<file path="config.mk">
export PLATFORM = sky130hd
export DESIGN_NAME = act_stream_top
export DESIGN_NICKNAME = d
export VERILOG_FILES = /design/src/act_pkg.sv /design/src/gbf_ram.sv /design/src/gbf_fetch.sv /design/src/act_unpacker.sv /design/src/act_stream_top.sv
export VERILOG_INCLUDE_DIRS = /design/src
export SDC_FILE = /design/constraint.sdc
export NUM_CORES = 1
export LEC_CHECK = 0
export ABC_AREA = 1
export BUFFER_PORTS_ARGS = -buffer_cell sky130_fd_sc_hd__buf_2
export CAP_MARGIN = 20
export CORE_UTILIZATION = 24
export DETAILED_ROUTE_END_ITERATION = 7
export SETUP_SLACK_MARGIN = 0.4
export SLEW_MARGIN = 15
export SYNTH_ARGS = -nofsm -noshare
export SYNTH_HDL_FRONTEND = slang
export SYNTH_SLANG_ARGS = --single-unit
</file>
<file path="constraint.sdc">
create_clock -name clk -period 4.43 [get_ports clk]
set_input_delay 0.2215 -clock clk [delete_from_list [all_inputs] [get_ports clk]]
set_output_delay 0.2215 -clock clk [all_outputs]
set_load 0.03 [all_outputs]
</file>
<file path="src/act_settings.svh">
//====================================================================
// build-time widths for the activation stream path
// include wherever a width or the buffer depth is needed
//====================================================================
`ifndef ACT_SETTINGS_SVH
`define ACT_SETTINGS_SVH

// one global buffer word
`define ACT_PORT_WIDTH 32
// one activation item
`define ACT_DATA_WIDTH 8
// buffer address, depth is 2**width words
`define ACT_GBF_ADDR_WIDTH 4
// items carried by one buffer word
`define ACT_ITEMS_PER_WORD (`ACT_PORT_WIDTH / `ACT_DATA_WIDTH)

`endif

</file>
<file path="src/act_pkg.sv">
//====================================================================
// shared types of the activation stream path
// referenced by scoped name from the RTL and the testbench
//====================================================================
`default_nettype none

`include "act_settings.svh"

package act_pkg;

    typedef logic [`ACT_PORT_WIDTH-1:0]     port_word_t;
    typedef logic [`ACT_DATA_WIDTH-1:0]     act_item_t;
    typedef logic [`ACT_GBF_ADDR_WIDTH-1:0] gbf_addr_t;
    // one extra bit so a completely full buffer can be counted
    typedef logic [`ACT_GBF_ADDR_WIDTH:0]   gbf_count_t;

    typedef enum logic [1:0] {
        UNP_EMPTY   = 2'd0,
        UNP_LOADING = 2'd1,
        UNP_HOLD    = 2'd2
    } unp_state_e;

endpackage

`default_nettype wire

</file>
<file path="src/gbf_ram.sv">
//====================================================================
// global buffer memory, one write port and one read port
// read data is registered and holds between reads
//====================================================================
`timescale 1ns/1ps
`default_nettype none

`include "act_settings.svh"

module gbf_ram (
    input  wire                logic clk,
    input  wire                logic wr_en,
    input  act_pkg::gbf_addr_t       wr_addr,
    input  act_pkg::port_word_t      wr_data,
    input  wire                logic rd_en,
    input  act_pkg::gbf_addr_t       rd_addr,
    output act_pkg::port_word_t      rd_data
);

    localparam int DEPTH = 1 << `ACT_GBF_ADDR_WIDTH;

    act_pkg::port_word_t mem [DEPTH];

    // write port
    always_ff @(posedge clk) begin
        if (wr_en) begin
            mem[wr_addr] <= wr_data;
        end
    end

    // read port, one cycle latency
    always_ff @(posedge clk) begin
        if (rd_en) begin
            rd_data <= mem[rd_addr];
        end
    end

endmodule

`default_nettype wire

</file>
<file path="src/gbf_fetch.sv">
//====================================================================
// fetch stage between the global buffer and the unpacker
// tracks occupancy, fires one read per rising edge of all-ready
// and delays the read strobe into the unpacker load strobe
//====================================================================
`timescale 1ns/1ps
`default_nettype none

`include "act_settings.svh"

module gbf_fetch (
    input  wire                logic clk,
    input  wire                logic rst_n,
    input  wire                logic wr_en,
    input  wire                logic word_rdy,
    output logic                     full,
    output logic                     rd_en,
    output act_pkg::gbf_addr_t       rd_addr,
    output logic                     word_load
);

    act_pkg::gbf_count_t count;
    logic                buf_valid;
    logic                all_rdy;
    logic                all_rdy_d;

    //====================================================================
    // fetch trigger
    //====================================================================

    // write first, a cycle with a write never reads
    assign buf_valid = (count != '0) && !wr_en;
    assign all_rdy   = buf_valid && word_rdy;

    // one pulse per rising edge of all-ready
    assign rd_en = all_rdy && !all_rdy_d;

    // count never exceeds the depth, so the top bit alone flags full
    assign full = count[`ACT_GBF_ADDR_WIDTH];

    always_ff @(posedge clk or negedge rst_n) begin
        if (!rst_n) begin
            all_rdy_d <= 1'b0;
            word_load <= 1'b0;
        end else begin
            all_rdy_d <= all_rdy;
            // data is on rd_data one cycle after the read
            word_load <= rd_en;
        end
    end

    //====================================================================
    // occupancy and read pointer
    //====================================================================
    always_ff @(posedge clk or negedge rst_n) begin
        if (!rst_n) begin
            count <= '0;
        end else begin
            case ({wr_en, rd_en})
                2'b10:   count <= count + 1'b1;
                2'b01:   count <= count - 1'b1;
                default: count <= count;
            endcase
        end
    end

    // wraps modulo the depth, same as the writer
    always_ff @(posedge clk or negedge rst_n) begin
        if (!rst_n) begin
            rd_addr <= '0;
        end else if (rd_en) begin
            rd_addr <= rd_addr + 1'b1;
        end
    end

endmodule

`default_nettype wire

</file>
<file path="src/act_unpacker.sv">
//====================================================================
// activation unpacker, takes one buffer word and hands out its
// items one per take, most significant item first
//====================================================================
`timescale 1ns/1ps
`default_nettype none

`include "act_settings.svh"

module act_unpacker (
    input  wire                logic clk,
    input  wire                logic rst_n,
    output logic                     word_rdy,
    input  wire                logic fetch,
    input  wire                logic word_load,
    input  act_pkg::port_word_t      word_in,
    output logic                     act_rdy,
    input  wire                logic act_en,
    output act_pkg::act_item_t       act_data
);

    localparam int CNT_W = $clog2(`ACT_ITEMS_PER_WORD);
    localparam logic [CNT_W-1:0] ITEM_LAST = CNT_W'(`ACT_ITEMS_PER_WORD - 1);

    act_pkg::unp_state_e state;
    act_pkg::port_word_t shift_reg;
    logic [CNT_W-1:0]    item_cnt;
    logic                take;

    assign word_rdy = (state == act_pkg::UNP_EMPTY);
    assign act_rdy  = (state == act_pkg::UNP_HOLD);
    assign take     = act_rdy && act_en;

    // top item of the held word
    assign act_data = shift_reg[`ACT_PORT_WIDTH-1 -: `ACT_DATA_WIDTH];

    //====================================================================
    // state machine
    //====================================================================
    always_ff @(posedge clk or negedge rst_n) begin
        if (!rst_n) begin
            state    <= act_pkg::UNP_EMPTY;
            item_cnt <= '0;
        end else begin
            case (state)
                act_pkg::UNP_EMPTY: begin
                    if (fetch) begin
                        state <= act_pkg::UNP_LOADING;
                    end
                end
                act_pkg::UNP_LOADING: begin
                    if (word_load) begin
                        state    <= act_pkg::UNP_HOLD;
                        item_cnt <= '0;
                    end
                end
                act_pkg::UNP_HOLD: begin
                    if (take) begin
                        item_cnt <= item_cnt + 1'b1;
                        // last item gone, ask for the next word
                        if (item_cnt == ITEM_LAST) begin
                            state <= act_pkg::UNP_EMPTY;
                        end
                    end
                end
                default: state <= act_pkg::UNP_EMPTY;
            endcase
        end
    end

    // word capture and left shift by one item per take
    always_ff @(posedge clk) begin
        if (state == act_pkg::UNP_LOADING && word_load) begin
            shift_reg <= word_in;
        end else if (take) begin
            shift_reg <= {shift_reg[`ACT_PORT_WIDTH-`ACT_DATA_WIDTH-1:0],
                          {`ACT_DATA_WIDTH{1'b0}}};
        end
    end

endmodule

`default_nettype wire

</file>
<file path="src/act_stream_top.sv">
//====================================================================
// activation data path top, global buffer feeding the unpacker
// through the fetch stage; writer and consumer sit outside
//====================================================================
`timescale 1ns/1ps
`default_nettype none

module act_stream_top (
    input  wire                logic clk,
    input  wire                logic rst_n,
    input  wire                logic wr_en,
    input  act_pkg::gbf_addr_t       wr_addr,
    input  act_pkg::port_word_t      wr_data,
    output logic                     full,
    output logic                     act_rdy,
    input  wire                logic act_en,
    output act_pkg::act_item_t       act_data
);

    logic                rd_en;
    act_pkg::gbf_addr_t  rd_addr;
    act_pkg::port_word_t rd_data;
    logic                word_rdy;
    logic                word_load;

    gbf_ram u_gbf_ram (
        .clk     (clk),
        .wr_en   (wr_en),
        .wr_addr (wr_addr),
        .wr_data (wr_data),
        .rd_en   (rd_en),
        .rd_addr (rd_addr),
        .rd_data (rd_data)
    );

    gbf_fetch u_gbf_fetch (
        .clk       (clk),
        .rst_n     (rst_n),
        .wr_en     (wr_en),
        .word_rdy  (word_rdy),
        .full      (full),
        .rd_en     (rd_en),
        .rd_addr   (rd_addr),
        .word_load (word_load)
    );

    // the read strobe doubles as the unpacker fetch cue
    act_unpacker u_act_unpacker (
        .clk       (clk),
        .rst_n     (rst_n),
        .word_rdy  (word_rdy),
        .fetch     (rd_en),
        .word_load (word_load),
        .word_in   (rd_data),
        .act_rdy   (act_rdy),
        .act_en    (act_en),
        .act_data  (act_data)
    );

endmodule

`default_nettype wire

</file>
==> results.toml <==
[grt]
grt_pass1_wl_mm = 93.8
grt_usage_pct = 11.6
grt_max_degree = 182
antenna_found_initial = 1
grt_pass1_vias = 15100
grt-ovfl-total = 0

[sta]
final.setup.tns_ns = 0
finClkSkew_ns = 0.0296
max_slew_margin_pct = 29.1
period_share_pct = 56.5
rsz0062_at_grt = "no"
finalCriticalPeriod_ns = 2.50
fmax_mhz = 399
setup_violations = 0
timing.final.ws_setup_ns = 1.93
hold_violations = 0
tightest_slew_ns = 1.06
drv_slew = 0

[synthesis]
syn_inst = 2289
yosys.area_share.simple_pct = 18.9
synth-xor-area-share_pct = 0.174
synth.largest_area_cell = "edfxtp_1"
synth.distinct_cells = 26
ys.flop_type = "edfxtp_1"
synth_enable_flop_cells = 576
synthArstFlopShare_pct = 2.54
synth.top_cells.by_area = "edfxtp_1, nand2_1, nand3_1"
yosysMostFrequentCell = "nand2_1"
ys_ff_latch = 591
synth_compound_area_share_pct = 0.219
avgSynthCellArea_um2 = 11.0
synth_top_family_by_area = "simple AND/OR/NAND/NOR gates"
yosysSeqAreaShare_pct = 70.2
syn_nets = 2336
yosysTopAreaCellShare_pct = 68.7
synth_mux_area_share_pct = 1.07
yosysWarnings = 0
synth_area_um2 = 25200
synthAdderAreaFrac_pct = 0.378
yosys-top-cells-count = "nand2_1, edfxtp_1, inv_1"

[finish]
final_area_um2 = 29200
drive_gt1_share_pct = 9.22
area_growth_pct = 15.8
largest_register_ffs = 512
fin_util_pct = 28.1
final_nets = 2394
antennaDiodeCount = 0

[floorplanning]
die-area_um2 = 106000
rows = 118
die_h_um = 326
io_pins = 50
core_um2 = 104000
die_x_um = 326
initial_core_util_pct = 24.3

[clocking]
cts_resized = 0
cts_buffer_depth = 3
clk_latency_ns = 0.63
cts_max_level = 2
numCtsBuffers = 59
path_clk_slew_ns = 0.06
clock_sinks = 591
cts_tree = "done"
postCtsSetupRepairBufs = 0
clockRootBuffer = "clkbuf_16"
ctsHoldBuffers = 32

[critical_path]
r2r_slack_ns = 1.93
critPathKind = "flip-flop to flip-flop"
setup.worst_path.start_class = "flip-flop"
crit_arrival_ns = 2.87
worstSetupEndpointType = "flip-flop"
crit_fanout = 148
cp.required_ns = 4.80

[power]
p_leak_uw = 0.0118
p_total_uw = 16700
peakVddDrop_mv = 0.639
p_per_area_nw_per_um2 = 572

[min_path]
min_path_type = "input pin to flip-flop"

[placement]
place_congestion = 0.749
dp_hpwl_mm = 33.2
placed_area_um2 = 26800
pre_cts_slack_ns = 1.96
port_buffers = 49

[route]
via_count = 15700
ant_nets = 0
drt_iter0_drc = 1313
drt-pass1-iter-count = 5
wl_per_cell_um = 16.5
vias_per_cell = 4.16
drc = 0
routed_wl_mm = 62.3

[outcome]
status = "completed"

[flow_run]
cap_violations = 0
-- where the power goes --
group          internal, uW  total [uW]  switching (uW)
registers              6660        6930             261
clock network          3060        5190            2140
logic                  1350        4560            3200
total                 11100       16700            5600
-- final cells by class --
cell class | instances | area [um2]
fill | 10600 | 74600
sequential | 591 | 17700
multi-input combinational | 1177 | 5350
tap | 1380 | 1730
clock buffer | 74 | 1540
inverter | 404 | 1530
timing repair buffer | 114 | 863
clock inverter | 38 | 459
-- critical path, cell delays in order, from the launching register on --
cell,delay (ns)
dfrtp_4,0.52
inv_8,0.51
buf_4,0.51
nand2_1,0.09
nand3_1,0.08
nand3_1,0.09
nand3_1,0.12
nand2_1,0.07
-- worst paths after layout --
| kind | start | end | cells past startpoint |
|---|---|---|---|
| min | wr_en | u_gbf_fetch.all_rdy_d | 4 |
| max | u_gbf_fetch.rd_addr[0] | u_gbf_ram.rd_data[5] | 7 |
| max in group asynchronous | rst_n | u_gbf_fetch.rd_addr[0] | 2 |
| max reg2reg | u_gbf_fetch.rd_addr[0] | u_gbf_ram.rd_data[5] | 7 |
| min reg2reg | u_act_unpacker.item_cnt[0] | u_act_unpacker.item_cnt[0] | 1 |
| min in group asynchronous | rst_n | u_gbf_fetch.count[3] | 2 |
-- cells by family (layout without fill, tap and decap cells) --
group | count (synthesis) | after routing
compound gates | 11 | 11
simple gates | 1130 | 1130
xor+xnor | 5 | 5
fa+ha+maj | 7 | 7
buf+inv | 521 | 630
mux | 24 | 24
flops | 591 | 591
-- per-layer routing --
metal	GRT usage (%)	vias to the layer above	routed length [um]
met5	0	-	8
met4	3.47	2	1560
met3	1.94	105	4250
met2	18.6	513	28500
met1	15.9	7508	27900
li1	-	7574	-
-- through the flow --
| step | hold WS (ns) | std cells |
|---|---|---|
| after floorplan | -0.0741 | 2289 |
| after global placement | 0.162 | 3634 |
| after detailed placement | 0.152 | 3634 |
| after CTS | 0.00726 | 3778 |
| after global routing | 0.0249 | 3778 |
| final | 0.0352 | 3778 |
-- cell usage in the layout, fill, tap and decap left out --
cell type / instances
nand2_1: 698
edfxtp_1: 576
inv_1: 400
nand3_1: 394
clkbuf_16: 59
buf_2: 49
dlygate4sd3_1: 32
buf_4: 29
mux2_2: 23
nor2_4: 17
nor2_1: 16
clkbuf_1: 14
clkinv_2: 12
dfrtp_1: 11
bufinv_16: 10
clkinv_1: 9
o21ai_0: 7
ha_1: 6
inv_6: 5
a21oi_1: 4
buf_12: 4
xor2_1: 3
nand3b_1: 2
xnor2_1: 2
clkinv_4: 2
dfrtp_4: 2
dfrtp_2: 2
nand3_4: 1
mux2_1: 1
nor3_1: 1
inv_8: 1
inv_4: 1
inv_2: 1
nand2_2: 1
fa_1: 1
clkbuf_8: 1
clkinvlp_4: 1
Note: power is estimated with default switching activity, not from simulation.
